[config.mk]
export PLATFORM = sky130hd
export DESIGN_NAME = baton_top
export DESIGN_NICKNAME = d
export VERILOG_FILES = /design/src/hdl/tracking_pkg.sv /design/src/hdl/camera_pkg.sv /design/src/hdl/baton_top.sv /design/src/hdl/centroid_tracker.sv /design/src/hdl/chroma_threshold.sv /design/src/hdl/pixel_reconstruct.sv /design/src/hdl/serial_divider.sv /design/src/hdl/align_delay.sv
export SDC_FILE = /design/constraint.sdc
export NUM_CORES = 1
export LEC_CHECK = 0
export BUFFER_PORTS_ARGS = -buffer_cell sky130_fd_sc_hd__buf_2
export CORE_ASPECT_RATIO = 2
export CORE_MARGIN = 4
export CORE_UTILIZATION = 61
export CTS_CLUSTER_DIAMETER = 150
export CTS_CLUSTER_SIZE = 25
export DETAILED_ROUTE_END_ITERATION = 8
export PLACE_DENSITY = 0.87
export SETUP_SLACK_MARGIN = 0.2
export SKIP_CTS_REPAIR_TIMING = 1
export SYNTH_ARGS = -nofsm -noshare
export SYNTH_HDL_FRONTEND = slang
export SYNTH_SLANG_ARGS = --single-unit
[constraint.sdc]
create_clock -name clk_camera -period 4.65 [get_ports clk_camera]
set_input_delay 0.93 -clock clk_camera [delete_from_list [all_inputs] [get_ports clk_camera]]
set_output_delay 0.93 -clock clk_camera [all_outputs]
set_load 0.03 [all_outputs]
[src/hdl/tracking_pkg.sv]
package tracking_pkg;

   // frame coordinates
   localparam int HCOUNT_W = 11;
   localparam int VCOUNT_W = 10;

   typedef logic [HCOUNT_W-1:0] hcount_t;
   typedef logic [VCOUNT_W-1:0] vcount_t;

   // per-frame coordinate sums and in-band pixel count
   localparam int SUM_W   = 26;
   localparam int COUNT_W = 16;

   // pixel valid to mask valid, in clk_camera cycles
   localparam int CHROMA_LATENCY = 2;

   // default camera window
   localparam int DEF_FRAME_W = 320;
   localparam int DEF_FRAME_H = 180;

   // Cr = 128 + floor((112*R - 94*G - 18*B) / 256), clamped to 0..255
   localparam logic [7:0] CR_OFFSET = 8'd128;
   localparam logic [7:0] CR_KR     = 8'd112;
   localparam logic [7:0] CR_KG     = 8'd94;
   localparam logic [7:0] CR_KB     = 8'd18;

endpackage

[src/hdl/camera_pkg.sv]
package camera_pkg;

   // parallel camera bus, one byte per pclk edge
   localparam int BYTE_W = 8;

   // RGB565 pixel, two bus bytes, high byte first
   localparam int PIXEL_W = 16;

   // field widths, red in the top bits and blue in the bottom bits
   localparam int RED_W   = 5;
   localparam int GREEN_W = 6;
   localparam int BLUE_W  = 5;

   // expanded channel width
   // a field is shifted left and its low bits are zero filled
   localparam int CHAN_W = 8;

   typedef logic [BYTE_W-1:0]  byte_t;
   typedef logic [PIXEL_W-1:0] pixel_t;

endpackage
[src/hdl/baton_top.sv]
module baton_top #(
   parameter int FRAME_W = tracking_pkg::DEF_FRAME_W,
   parameter int FRAME_H = tracking_pkg::DEF_FRAME_H
) (
   input  logic                  clk_camera,
   input  logic                  recent_reset,
   input  camera_pkg::byte_t     camera_d_i,
   input  logic                  camera_pclk_i,
   input  logic                  camera_hsync_i,
   input  logic                  camera_vsync_i,
   input  logic [7:0]            lower_bound_i,
   input  logic [7:0]            upper_bound_i,
   input  logic                  centroid_ready_i,
   output logic                  centroid_valid_o,
   output tracking_pkg::hcount_t centroid_x_o,
   output tracking_pkg::vcount_t centroid_y_o
);

   logic                  pixel_valid;
   camera_pkg::pixel_t    pixel;
   tracking_pkg::hcount_t hcount, hcount_aligned;
   tracking_pkg::vcount_t vcount, vcount_aligned;
   logic                  frame_end, frame_end_aligned;
   logic                  mask_valid, mask;

   // camera bytes to pixels
   pixel_reconstruct #(
      .FRAME_W(FRAME_W),
      .FRAME_H(FRAME_H)
   ) pixel_reconstruct0 (
      .clk_camera    (clk_camera),
      .recent_reset  (recent_reset),
      .camera_d_i    (camera_d_i),
      .camera_pclk_i (camera_pclk_i),
      .camera_hsync_i(camera_hsync_i),
      .camera_vsync_i(camera_vsync_i),
      .pixel_valid_o (pixel_valid),
      .pixel_o       (pixel),
      .hcount_o      (hcount),
      .vcount_o      (vcount),
      .frame_end_o   (frame_end)
   );

   // Cr band mask
   chroma_threshold chroma_threshold0 (
      .clk_camera   (clk_camera),
      .recent_reset (recent_reset),
      .pixel_valid_i(pixel_valid),
      .pixel_i      (pixel),
      .lower_bound_i(lower_bound_i),
      .upper_bound_i(upper_bound_i),
      .mask_valid_o (mask_valid),
      .mask_o       (mask)
   );

   // coordinates and frame end follow the chroma pipeline
   align_delay #(
      .DEPTH    (tracking_pkg::CHROMA_LATENCY),
      .payload_t(tracking_pkg::hcount_t)
   ) hcount_delay (
      .clk_camera  (clk_camera),
      .recent_reset(recent_reset),
      .data_i      (hcount),
      .data_o      (hcount_aligned)
   );

   align_delay #(
      .DEPTH    (tracking_pkg::CHROMA_LATENCY),
      .payload_t(tracking_pkg::vcount_t)
   ) vcount_delay (
      .clk_camera  (clk_camera),
      .recent_reset(recent_reset),
      .data_i      (vcount),
      .data_o      (vcount_aligned)
   );

   align_delay #(
      .DEPTH    (tracking_pkg::CHROMA_LATENCY),
      .payload_t(logic)
   ) frame_end_delay (
      .clk_camera  (clk_camera),
      .recent_reset(recent_reset),
      .data_i      (frame_end),
      .data_o      (frame_end_aligned)
   );

   // per-frame centroid with valid/ready result
   centroid_tracker #(
      .FRAME_W(FRAME_W),
      .FRAME_H(FRAME_H)
   ) centroid_tracker0 (
      .clk_camera      (clk_camera),
      .recent_reset    (recent_reset),
      .mask_valid_i    (mask_valid),
      .mask_i          (mask),
      .hcount_i        (hcount_aligned),
      .vcount_i        (vcount_aligned),
      .frame_end_i     (frame_end_aligned),
      .centroid_ready_i(centroid_ready_i),
      .centroid_valid_o(centroid_valid_o),
      .centroid_x_o    (centroid_x_o),
      .centroid_y_o    (centroid_y_o)
   );

endmodule

[src/hdl/centroid_tracker.sv]
module centroid_tracker #(
   parameter int FRAME_W = tracking_pkg::DEF_FRAME_W,
   parameter int FRAME_H = tracking_pkg::DEF_FRAME_H
) (
   input  logic                  clk_camera,
   input  logic                  recent_reset,
   input  logic                  mask_valid_i,
   input  logic                  mask_i,
   input  tracking_pkg::hcount_t hcount_i,
   input  tracking_pkg::vcount_t vcount_i,
   input  logic                  frame_end_i,
   input  logic                  centroid_ready_i,
   output logic                  centroid_valid_o,
   output tracking_pkg::hcount_t centroid_x_o,
   output tracking_pkg::vcount_t centroid_y_o
);

   localparam int SUM_W    = tracking_pkg::SUM_W;
   localparam int COUNT_W  = tracking_pkg::COUNT_W;
   localparam int HCOUNT_W = tracking_pkg::HCOUNT_W;
   localparam int VCOUNT_W = tracking_pkg::VCOUNT_W;

   logic [SUM_W-1:0]   sum_x, sum_y, sum_x_next, sum_y_next;
   logic [COUNT_W-1:0] count, count_next;
   logic               hit, frame_done, div_start, load_result;
   logic [SUM_W-1:0]   quot_x, quot_y;
   logic               done_x, done_y;

   // in-band pixel inside the camera window
   assign hit = mask_valid_i && mask_i && (hcount_i < FRAME_W) && (vcount_i < FRAME_H);

   // totals including the current pixel
   always_comb begin
      sum_x_next = sum_x;
      sum_y_next = sum_y;
      count_next = count;
      if (hit) begin
         sum_x_next = sum_x + SUM_W'(hcount_i);
         sum_y_next = sum_y + SUM_W'(vcount_i);
         count_next = count + 1'b1;
      end
   end

   assign frame_done = mask_valid_i && frame_end_i;
   // empty frames give no result
   assign div_start  = frame_done && (count_next != '0);

   always_ff @(posedge clk_camera) begin
      if (recent_reset || frame_done) begin
         sum_x <= '0;
         sum_y <= '0;
         count <= '0;
      end else begin
         sum_x <= sum_x_next;
         sum_y <= sum_y_next;
         count <= count_next;
      end
   end

   // the dividers capture the frame totals when started
   serial_divider #(
      .DIVIDEND_W(SUM_W)
   ) div_x (
      .clk_camera  (clk_camera),
      .recent_reset(recent_reset),
      .start_i     (div_start),
      .dividend_i  (sum_x_next),
      .divisor_i   (count_next),
      .quotient_o  (quot_x),
      .done_o      (done_x)
   );

   serial_divider #(
      .DIVIDEND_W(SUM_W)
   ) div_y (
      .clk_camera  (clk_camera),
      .recent_reset(recent_reset),
      .start_i     (div_start),
      .dividend_i  (sum_y_next),
      .divisor_i   (count_next),
      .quotient_o  (quot_y),
      .done_o      (done_y)
   );

   // a new result only loads once the previous one has been taken
   assign load_result = done_x && done_y && !centroid_valid_o;

   always_ff @(posedge clk_camera) begin
      if (recent_reset) begin
         centroid_valid_o <= 1'b0;
      end else if (load_result) begin
         centroid_valid_o <= 1'b1;
      end else if (centroid_ready_i) begin
         centroid_valid_o <= 1'b0;
      end
   end

   // means are bounded by the window, the low bits hold them
   always_ff @(posedge clk_camera) begin
      if (load_result) begin
         centroid_x_o <= quot_x[HCOUNT_W-1:0];
         centroid_y_o <= quot_y[VCOUNT_W-1:0];
      end
   end

endmodule

[src/hdl/chroma_threshold.sv]
module chroma_threshold (
   input  logic               clk_camera,
   input  logic               recent_reset,
   input  logic               pixel_valid_i,
   input  camera_pkg::pixel_t pixel_i,
   input  logic [7:0]         lower_bound_i,
   input  logic [7:0]         upper_bound_i,
   output logic               mask_valid_o,
   output logic               mask_o
);

   localparam int CHAN_W = camera_pkg::CHAN_W;
   // 8 bit channel times 8 bit coefficient
   localparam int PROD_W = 16;
   // room for the sign and the subtraction
   localparam int ACC_W  = PROD_W + 2;

   logic [camera_pkg::RED_W-1:0]   red;
   logic [camera_pkg::GREEN_W-1:0] green;
   logic [camera_pkg::BLUE_W-1:0]  blue;
   logic [CHAN_W-1:0]              red8, green8, blue8;
   logic [PROD_W-1:0]              prod_r, prod_g, prod_b;
   logic                           stage1_valid;
   logic signed [ACC_W-1:0]        cr_sum, cr_floor, cr_off;
   logic [7:0]                     cr;

   // split RGB565 into its fields
   assign red   = pixel_i[camera_pkg::PIXEL_W-1 -: camera_pkg::RED_W];
   assign green = pixel_i[camera_pkg::BLUE_W +: camera_pkg::GREEN_W];
   assign blue  = pixel_i[camera_pkg::BLUE_W-1:0];

   // expand to 8 bits, low bits zero
   assign red8   = {red, {(CHAN_W - camera_pkg::RED_W){1'b0}}};
   assign green8 = {green, {(CHAN_W - camera_pkg::GREEN_W){1'b0}}};
   assign blue8  = {blue, {(CHAN_W - camera_pkg::BLUE_W){1'b0}}};

   // stage one, weighted products
   always_ff @(posedge clk_camera) begin
      if (pixel_valid_i) begin
         prod_r <= red8 * tracking_pkg::CR_KR;
         prod_g <= green8 * tracking_pkg::CR_KG;
         prod_b <= blue8 * tracking_pkg::CR_KB;
      end
   end

   // stage two arithmetic
   always_comb begin
      cr_sum   = $signed({2'b00, prod_r}) - $signed({2'b00, prod_g}) -
                 $signed({2'b00, prod_b});
      // arithmetic shift gives the floor for negative sums too
      cr_floor = cr_sum >>> 8;
      cr_off   = cr_floor + $signed({{(ACC_W - 8){1'b0}}, tracking_pkg::CR_OFFSET});
      // clamp into the 8 bit range
      if (cr_off < 0) begin
         cr = '0;
      end else if (cr_off > 255) begin
         cr = '1;
      end else begin
         cr = cr_off[7:0];
      end
   end

   // stage two register, inclusive band compare
   always_ff @(posedge clk_camera) begin
      if (stage1_valid) begin
         mask_o <= (cr >= lower_bound_i) && (cr <= upper_bound_i);
      end
   end

   // valid follows the data two cycles behind pixel valid
   always_ff @(posedge clk_camera) begin
      if (recent_reset) begin
         stage1_valid <= 1'b0;
         mask_valid_o <= 1'b0;
      end else begin
         stage1_valid <= pixel_valid_i;
         mask_valid_o <= stage1_valid;
      end
   end

endmodule

[src/hdl/pixel_reconstruct.sv]
module pixel_reconstruct #(
   parameter int FRAME_W = tracking_pkg::DEF_FRAME_W,
   parameter int FRAME_H = tracking_pkg::DEF_FRAME_H
) (
   input  logic                  clk_camera,
   input  logic                  recent_reset,
   input  camera_pkg::byte_t     camera_d_i,
   input  logic                  camera_pclk_i,
   input  logic                  camera_hsync_i,
   input  logic                  camera_vsync_i,
   output logic                  pixel_valid_o,
   output camera_pkg::pixel_t    pixel_o,
   output tracking_pkg::hcount_t hcount_o,
   output tracking_pkg::vcount_t vcount_o,
   output logic                  frame_end_o
);

   camera_pkg::byte_t     d_meta, d_sync;
   logic                  pclk_meta, pclk_sync, pclk_prev;
   logic                  hsync_meta, hsync_sync, hsync_prev;
   logic                  vsync_meta, vsync_sync;
   logic                  pclk_rise, hsync_fall, take_byte;
   logic                  low_phase;
   camera_pkg::byte_t     high_byte;
   tracking_pkg::hcount_t hcount;
   tracking_pkg::vcount_t vcount;

   // two flop synchronizers on every camera input
   always_ff @(posedge clk_camera) begin
      d_meta     <= camera_d_i;
      d_sync     <= d_meta;
      pclk_meta  <= camera_pclk_i;
      pclk_sync  <= pclk_meta;
      hsync_meta <= camera_hsync_i;
      hsync_sync <= hsync_meta;
      vsync_meta <= camera_vsync_i;
      vsync_sync <= vsync_meta;
   end

   // previous values for edge detection
   always_ff @(posedge clk_camera) begin
      if (recent_reset) begin
         pclk_prev  <= 1'b0;
         hsync_prev <= 1'b0;
      end else begin
         pclk_prev  <= pclk_sync;
         hsync_prev <= hsync_sync;
      end
   end

   assign pclk_rise  = pclk_sync & ~pclk_prev;
   assign hsync_fall = hsync_prev & ~hsync_sync;
   // bytes only count inside the active part of a line
   assign take_byte  = pclk_rise & hsync_sync;

   // byte pairing, line and frame counters
   always_ff @(posedge clk_camera) begin
      if (recent_reset) begin
         pixel_valid_o <= 1'b0;
         frame_end_o   <= 1'b0;
         low_phase     <= 1'b0;
         hcount        <= '0;
         vcount        <= '0;
      end else begin
         pixel_valid_o <= 1'b0;
         frame_end_o   <= 1'b0;
         if (hsync_fall) begin
            // end of line, next line starts again on a high byte
            hcount    <= '0;
            vcount    <= vcount + 1'b1;
            low_phase <= 1'b0;
         end else if (take_byte) begin
            if (low_phase) begin
               pixel_valid_o <= 1'b1;
               frame_end_o   <= (hcount == tracking_pkg::hcount_t'(FRAME_W - 1)) &&
                                (vcount == tracking_pkg::vcount_t'(FRAME_H - 1));
               hcount        <= hcount + 1'b1;
            end
            low_phase <= ~low_phase;
         end
         // vsync holds the row counter at the top of the frame
         if (vsync_sync) begin
            vcount <= '0;
         end
      end
   end

   // pixel payload and its coordinates
   always_ff @(posedge clk_camera) begin
      if (take_byte) begin
         if (!low_phase) begin
            high_byte <= d_sync;
         end else begin
            pixel_o  <= {high_byte, d_sync};
            hcount_o <= hcount;
            vcount_o <= vcount;
         end
      end
   end

endmodule

[src/hdl/serial_divider.sv]
module serial_divider #(
   parameter int DIVIDEND_W = tracking_pkg::SUM_W
) (
   input  logic                            clk_camera,
   input  logic                            recent_reset,
   input  logic                            start_i,
   input  logic [DIVIDEND_W-1:0]           dividend_i,
   input  logic [tracking_pkg::COUNT_W-1:0] divisor_i,
   output logic [DIVIDEND_W-1:0]           quotient_o,
   output logic                            done_o
);

   localparam int DIV_W = tracking_pkg::COUNT_W;
   localparam int CNT_W = $clog2(DIVIDEND_W + 1);

   logic             busy;
   logic [CNT_W-1:0] bits_left;
   logic [DIV_W-1:0] divisor, remainder;
   logic [DIV_W:0]   partial;
   logic [DIV_W+1:0] diff;

   // bring down the next dividend bit
   assign partial = {remainder, quotient_o[DIVIDEND_W-1]};
   // top bit set means the trial subtraction went negative
   assign diff    = {1'b0, partial} - {2'b00, divisor};

   // busy state and bit counter
   always_ff @(posedge clk_camera) begin
      if (recent_reset) begin
         busy      <= 1'b0;
         done_o    <= 1'b0;
         bits_left <= '0;
      end else begin
         done_o <= 1'b0;
         if (busy) begin
            bits_left <= bits_left - 1'b1;
            if (bits_left == CNT_W'(1)) begin
               busy   <= 1'b0;
               done_o <= 1'b1;
            end
         end else if (start_i) begin
            busy      <= 1'b1;
            bits_left <= CNT_W'(DIVIDEND_W);
         end
      end
   end

   // quotient_o shifts dividend bits out the top and quotient bits in the bottom
   always_ff @(posedge clk_camera) begin
      if (!busy && start_i) begin
         quotient_o <= dividend_i;
         remainder  <= '0;
         divisor    <= divisor_i;
      end else if (busy) begin
         if (!diff[DIV_W+1]) begin
            remainder  <= diff[DIV_W-1:0];
            quotient_o <= {quotient_o[DIVIDEND_W-2:0], 1'b1};
         end else begin
            // restore, keep the shifted remainder
            remainder  <= partial[DIV_W-1:0];
            quotient_o <= {quotient_o[DIVIDEND_W-2:0], 1'b0};
         end
      end
   end

endmodule

[src/hdl/align_delay.sv]
module align_delay #(
   parameter int  DEPTH     = 2,
   parameter type payload_t = logic
) (
   input  logic     clk_camera,
   input  logic     recent_reset,
   input  payload_t data_i,
   output payload_t data_o
);

   // one register per cycle of delay
   payload_t stages [DEPTH];

   always_ff @(posedge clk_camera) begin
      if (recent_reset) begin
         for (int i = 0; i < DEPTH; i++) begin
            stages[i] <= '0;
         end
      end else begin
         stages[0] <= data_i;
         // every stage can hold a different item
         for (int i = 1; i < DEPTH; i++) begin
            stages[i] <= stages[i-1];
         end
      end
   end

   assign data_o = stages[DEPTH-1];

endmodule

== Word level (Yosys, flattened, before mapping) ==
Memory sizes are Yosys's and may differ from the RTL's.
Index checks and enable logic that the tools add are counted.
Storage, ports and cells
  register bits after elaboration: 345
  memory bits (writable): 44
  input port bits: 30
  logic and storage cells: 150
  memories: 3
Memory list
  hcount_delay.stages: depth 2, width 11, rd ports 2, clocked after memory_dff 0, write ports 2, RTL line align_delay.sv:12  | payload_t stages [DEPTH];
  vcount_delay.stages: depth 2, width 10, rd ports 2, clocked after memory_dff 0, write ports 2, RTL line align_delay.sv:12
  frame_end_delay.stages: depth 2, width 1, rd ports 2, clocked after memory_dff 0, write ports 2, RTL line align_delay.sv:12
Operators by class
  add/subtract/negate cells: 12
  multiply operators: 3
  magnitude comparators: 6
  equality and inequality tests: 4
  muxes and demuxes: 35
  bitwise gates (word level): 15
  reductions and logical operators: 29
Operators with widths (number)
  26-bit 2-to-1 mux: 6
  16-bit 2-to-1 mux: 3
  17-bit by 16-bit subtractor with 18-bit output: 2
  26-bit by 10-bit adder with 26-bit output: 1
  26-bit by 11-bit adder with 26-bit output: 1
  11-bit 2-to-1 mux: 2
  10-bit 2-to-1 mux: 2
  1-bit 2-to-1 mux: 17
  16-bit by 14-bit subtractor with 17-bit output: 1
  16-bit by 1-bit adder with 16-bit output (second input constant): 1
  8-bit 2-to-1 mux: 2
  16-bit nonzero test: 1
  15-bit by 15-bit subtractor with 16-bit output: 1
  5-bit 2-to-1 mux: 3
  6-bit by 6-bit multiplier with 12-bit output (second input constant): 1
  11-bit by 1-bit adder with 11-bit output (second input constant): 1
  11-bit by 9-bit equality test with 1-bit output (second input constant): 1
  11-bit by 9-bit greater-than comparator with 1-bit output (second input constant): 1
  1-bit logical AND: 11
  11-bit by 1-bit < comparator with 1-bit output (second input constant): 1
  11-bit by 9-bit < comparator with 1-bit output (second input constant): 1
  10-bit by 1-bit adder with 10-bit output (second input constant): 1
  9-bit by 9-bit adder with 10-bit output (second input constant): 1
  10-bit by 8-bit equality test with 1-bit output (second input constant): 1
  other kinds (17): 41

== Depth between registers and ports, before layout ==
An unclocked memory read counts as a cell.
  depth after elaboration: 9
  depth in mapped cells: 22

== Modules after synthesis ==
A second synthesis with hierarchy kept.
Second synthesis, totals
  cell total of the unflattened synthesis: 1882
  area total of the unflattened synthesis: 20200.6 um^2
Modules (own cells, without submodules)
  serial_divider: times used 2, cells an instance 326, area an instance 3567.2 um^2, sequential area each 1721.7 um^2
  centroid_tracker: times used 1, cells an instance 553, area an instance 5049.8 um^2, sequential area each 2011.9 um^2
  chroma_threshold: times used 1, cells an instance 361, area an instance 3540.9 um^2, sequential area each 940.9 um^2
  pixel_reconstruct: times used 1, cells an instance 203, area an instance 3006.6 um^2, sequential area each 2312.2 um^2
  align_delay at hcount_delay: times used 1, cells an instance 57, area an instance 723.2 um^2, sequential area each 440.4 um^2
  align_delay at vcount_delay: times used 1, cells an instance 52, area an instance 693.2 um^2, sequential area each 400.4 um^2
  align_delay at frame_end_delay: times used 1, cells an instance 4, area an instance 52.6 um^2, sequential area each 40.0 um^2

== Least setup slack after synthesis ==
OpenSTA, ideal clock, no wires.
  path kind: reg-to-reg
  start point: register chroma_threshold0.prod_g[3]
  end point: register chroma_threshold0.mask_o, data pin
  arrival time: 3801 ps
  slack: 582 ps
  cell stages (with the launch flop): 19
  buffers on the path: 1
  clock period less this slack: 4068 ps
  path through: edfxtp_1 inv_1 ha_1 nand2_1 xnor2_1 ha_1 a2111oi_0 or3_1 a21oi_1 o41a_1 clkbuf_1 nor3_1 mux2i_1 o211ai_1 ha_1 a21o_1 a211o_1 nor4b_1 a211oi_1
On the way
  cells in the longest elaborated chain, start to end: 8
  elaborated cells between the ends (all ways): 10
RTL lines
  start, declared: RTL line chroma_threshold.sv:22  | logic [PROD_W-1:0] prod_r, prod_g, prod_b;
  start signal, assigned: RTL line chroma_threshold.sv:41  | prod_g <= green8 * tracking_pkg::CR_KG;
  15-bit by 15-bit subtractor with 16-bit output *: RTL line chroma_threshold.sv:48  | cr_sum = $signed({2'b00, prod_r}) - $signed({2'b00, prod_g}) -
  16-bit by 14-bit subtractor with 17-bit output *: RTL line chroma_threshold.sv:48
  9-bit by 9-bit adder with 10-bit output *: RTL line chroma_threshold.sv:52  | cr_off = cr_floor + $signed({{(ACC_W - 8){1'b0}}, tracking_pkg::CR_OFFSET});
  11-bit by 9-bit greater-than comparator with 1-bit output: RTL line chroma_threshold.sv:56  | end else if (cr_off > 255) begin
  8-bit 2-to-1 mux: RTL line chroma_threshold.sv:56
  8-bit 2-to-1 mux *: RTL line chroma_threshold.sv:54  | if (cr_off < 0) begin
  8-bit >= comparator / 8-bit <= comparator (equally long branches): RTL line chroma_threshold.sv:66  | mask_o <= (cr >= lower_bound_i) && (cr <= upper_bound_i);
  1-bit logical AND *: RTL line chroma_threshold.sv:66
  end signal, assigned: RTL line chroma_threshold.sv:66
  end, declared: RTL line chroma_threshold.sv:9  | output logic mask_o
Mark *: on every way between the ends. The rest lies on a longest branch, timed or not.
A chain may end at the register's enable or synchronous reset.

== Worst setup path after layout ==
Same ends and word-level chain as after synthesis.

==> impl_metrics.toml <==
[grt]
grt_pass1_vias = 13263
grt_overflow = 0
antenna_found_initial = 1
grt_max_degree = 67
grt_pass1_wl_microns = 62300
grtUsageTotal_pct = 22.2

[clock_tree]
clk_path_buf_depth = 3
cts_max_level = 1
root_buffer = "clkbuf_16"
cts_inserted_buffers = 19
cts_tree = "done"
clkTransAtPathRegs_ns = 0.10
clock_latency_ns = 0.54
cts_sinks = 389

[finish]
drive_above_1_share_pct = 8.24
stdcell_area_sq_mm = 0.0201
fin_util_pct = 66.2
areaGrowthSynthToFinish_pct = 6.66
fillers = 2273
final_nets = 1950

[timing]
slew_headroom_pct = 15.8
rsz0062_at_grt = "false"
drv_slew = 0
max_freq_mhz = 233
setup_viol = 0
hold_violations = 0
tns_ns = 0
finClkSkew_ns = 0.0233
layout_min_cycle_time_ns = 4.29
worst_slew_pin_slew_ns = 1.26
finalCritPeriodShare_pct = 92.2
holdWs_ns = 0.334

[setup_path]
crit_start = "chroma_threshold0.prod_g[3]$_DFFE_PP_"
path_class = "reg2reg"
crit_path_frequent_cell = "a21o_1"
crit_family = "compound AO/OA/AOI/OAI gates"
regToRegStartpoint = "chroma_threshold0.prod_g[3]$_DFFE_PP_"
crit_buf_inv = 3
crit_required_ns = 5.00
rrSetupSlack_ns = 0.36
path_cells = "inv_1, ha_2, nand2_1, xnor2_1, ha_1, a2111oi_2, buf_4, or3_4, a21oi_2, o41a_1, buf_4, a21o_1, ha_1, a21o_1, a21o_1, a21oi_2, o311ai_1, o31ai_1, mux2i_1, a211oi_1"
cp-start-kind = "flip-flop"
end_kind = "flip-flop"
max_stage_delay_ns = 0.49
arrival_ns = 4.64
crit_path_top_delay_cell = "o41a_1"
path_max_fanout = 5

[min_path]
hold_path.startpoint = "pixel_reconstruct0.hsync_meta$_DFF_P_"
hold_path.class = "reg2reg"

[synth]
synth-edff-count = 180
synthMuxAreaShare_pct = 5.29
synth_ff_type = "dfxtp_1"
synth_area_leader_cell = "edfxtp_1"
yosys-top-cells-count = "dfxtp_1, edfxtp_1, inv_1, nor2_1, ha_1"
syn-mean-instance-area_sq_um = 10.9
synth_top_cell_area_share_pct = 28.7
syn_nets = 1905
ys_warn_count = 0
synth-async-reset-ratio_pct = 0
synth_fa_ha_area_share_pct = 10.6
synth_compound_area_share_pct = 9.83
synth_area_leaders = "edfxtp_1, dfxtp_1, ha_1"
seq_area_frac_synth_pct = 50.8
ys_types = 72
postSynthCellCount = 1728
netlist_area_sq_mm = 0.0189
synth_xor_area_share_pct = 5.20
synth_top_family_by_area = "simple AND/OR/NAND/NOR gates"
synth.most_common_cell = "dfxtp_1"
ys_seq_elements = 389
yosys.area_share.simple_pct = 14.0

[floorplan]
dieWidth_microns = 132
coreArea_sq_mm = 0.0304
dieHeight_microns = 257
rows = 90
die_area_sq_mm = 0.0340
ios = 52
start_util_pct = 62.0

[power_and_ir_drop]
vdd_drop_max_uv = 363
p_per_area_mw_per_mm2 = 280
power_leakage_nw = 8.48

[detailed_routing]
first_pass_iters = 6
routed_wirelength_microns = 38200
drtIter0Drc = 629
viasPerCell = 5.90
ant_nets = 0
drc = 0
routedWlPerCell_microns = 17.7
num_vias = 12699

[place]
gp_congestion = 0.927
hpwl_microns = 28500
post_dp_cell_area_sq_mm = 0.0195
port_buffers = 51

[run]
drv_cap = 0

[outcome]
outcome = "finished clean"
==> final timing paths <==
path                                                end  depth (start not counted)
setup / recovery     chroma_threshold0.mask_o$_DFFE_PP_                         20
hold / removal    pixel_reconstruct0.hsync_sync$_DFF_P_                          0
setup reg to reg     chroma_threshold0.mask_o$_DFFE_PP_                         20
hold reg to reg   pixel_reconstruct0.hsync_sync$_DFF_P_                          0
==> cells by family after synthesis <==
kind of cell,Yosys count
multiplexers,90
XOR/XNOR,112
buffers and inverters,207
adder cells (fa/ha/maj),147
AND/OR/NAND/NOR,509
AO/OA/AOI/OAI,274
flip-flops,389
==> layer usage <==
layer  track usage, %  part of all wire, %
met2             43.1                   56
met3             2.00                  2.5
met1             21.5                   34
met5                0                    0
met4             15.7                  7.3
==> layout by cell type, fill, tap and decap left out, types with 11 or more instances in the layout <==
cell / Yosys / layout
edfxtp_1: 180 / 180
a21o_1: 23 / 23
a211oi_1: 12 / 12
xnor2_1: 74 / 74
mux2i_1: 52 / 52
o21a_1: 17 / 17
nor2_1: 127 / 125
o22ai_1: 14 / 14
nand4_1: 16 / 16
and3_1: 13 / 13
nand3_1: 33 / 33
nand2b_1: 16 / 15
buf_2: 6 / 51
nor3_1: 39 / 38
mux2_2: 17 / 17
inv_1: 161 / 161
fa_1: 21 / 21
buf_4: 0 / 15
nand2_1: 93 / 93
dfxtp_1: 209 / 209
a21oi_1: 64 / 62
clkbuf_16: 0 / 19
or3_1: 16 / 15
mux2_4: 13 / 13
o2bb2ai_1: 13 / 13
nor2b_1: 104 / 104
xor2_1: 38 / 38
clkbuf_1: 28 / 11
ha_1: 126 / 125
o21ai_0: 48 / 48
==> power breakdown <==
part	total, mW	switching [mW]	internal [mW]
sequential	3.60	0.0150	3.59
clock	1.84	1.05	0.781
combinational	0.191	0.112	0.0782
total	5.63	1.18	4.45
==> layout make-up <==
type | count | area [sq um] | area share (%)
diodes | 1 | 2.50 | 0.0124
clock buffers | 30 | 517 | 2.57
clock inverters | 1 | 16.3 | 0.0808
inverters | 163 | 612 | 3.04
multi-input cells | 1133 | 8540 | 42.4
flip-flops and latches | 389 | 9590 | 47.7
well taps | 368 | 460 | 2.29
repair buffers | 67 | 388 | 1.93
==> state kept, by name (all words and copies together) (netlist names), 20 cells and up <==
signal / cells
centroid_tracker0.sum_y: 26
vcount_delay.stages: 20
hcount_delay.stages: 22
centroid_tracker0.div_y.quotient_o: 26
centroid_tracker0.sum_x: 26
centroid_tracker0.div_x.quotient_o: 26
==> through the flow <==
stage	cells	total power, mW	setup WS, ns
6_report	2152	5.63	0.365
5_1_grt	2152	5.80	0.0971
4_1_cts	2149	5.66	0.161
3_5_place_dp	2118	3.87	0.191
3_3_place_gp	2118	3.85	0.272
2_1_floorplan	1728	3.81	0.582
(Power assumes the default switching activity.)
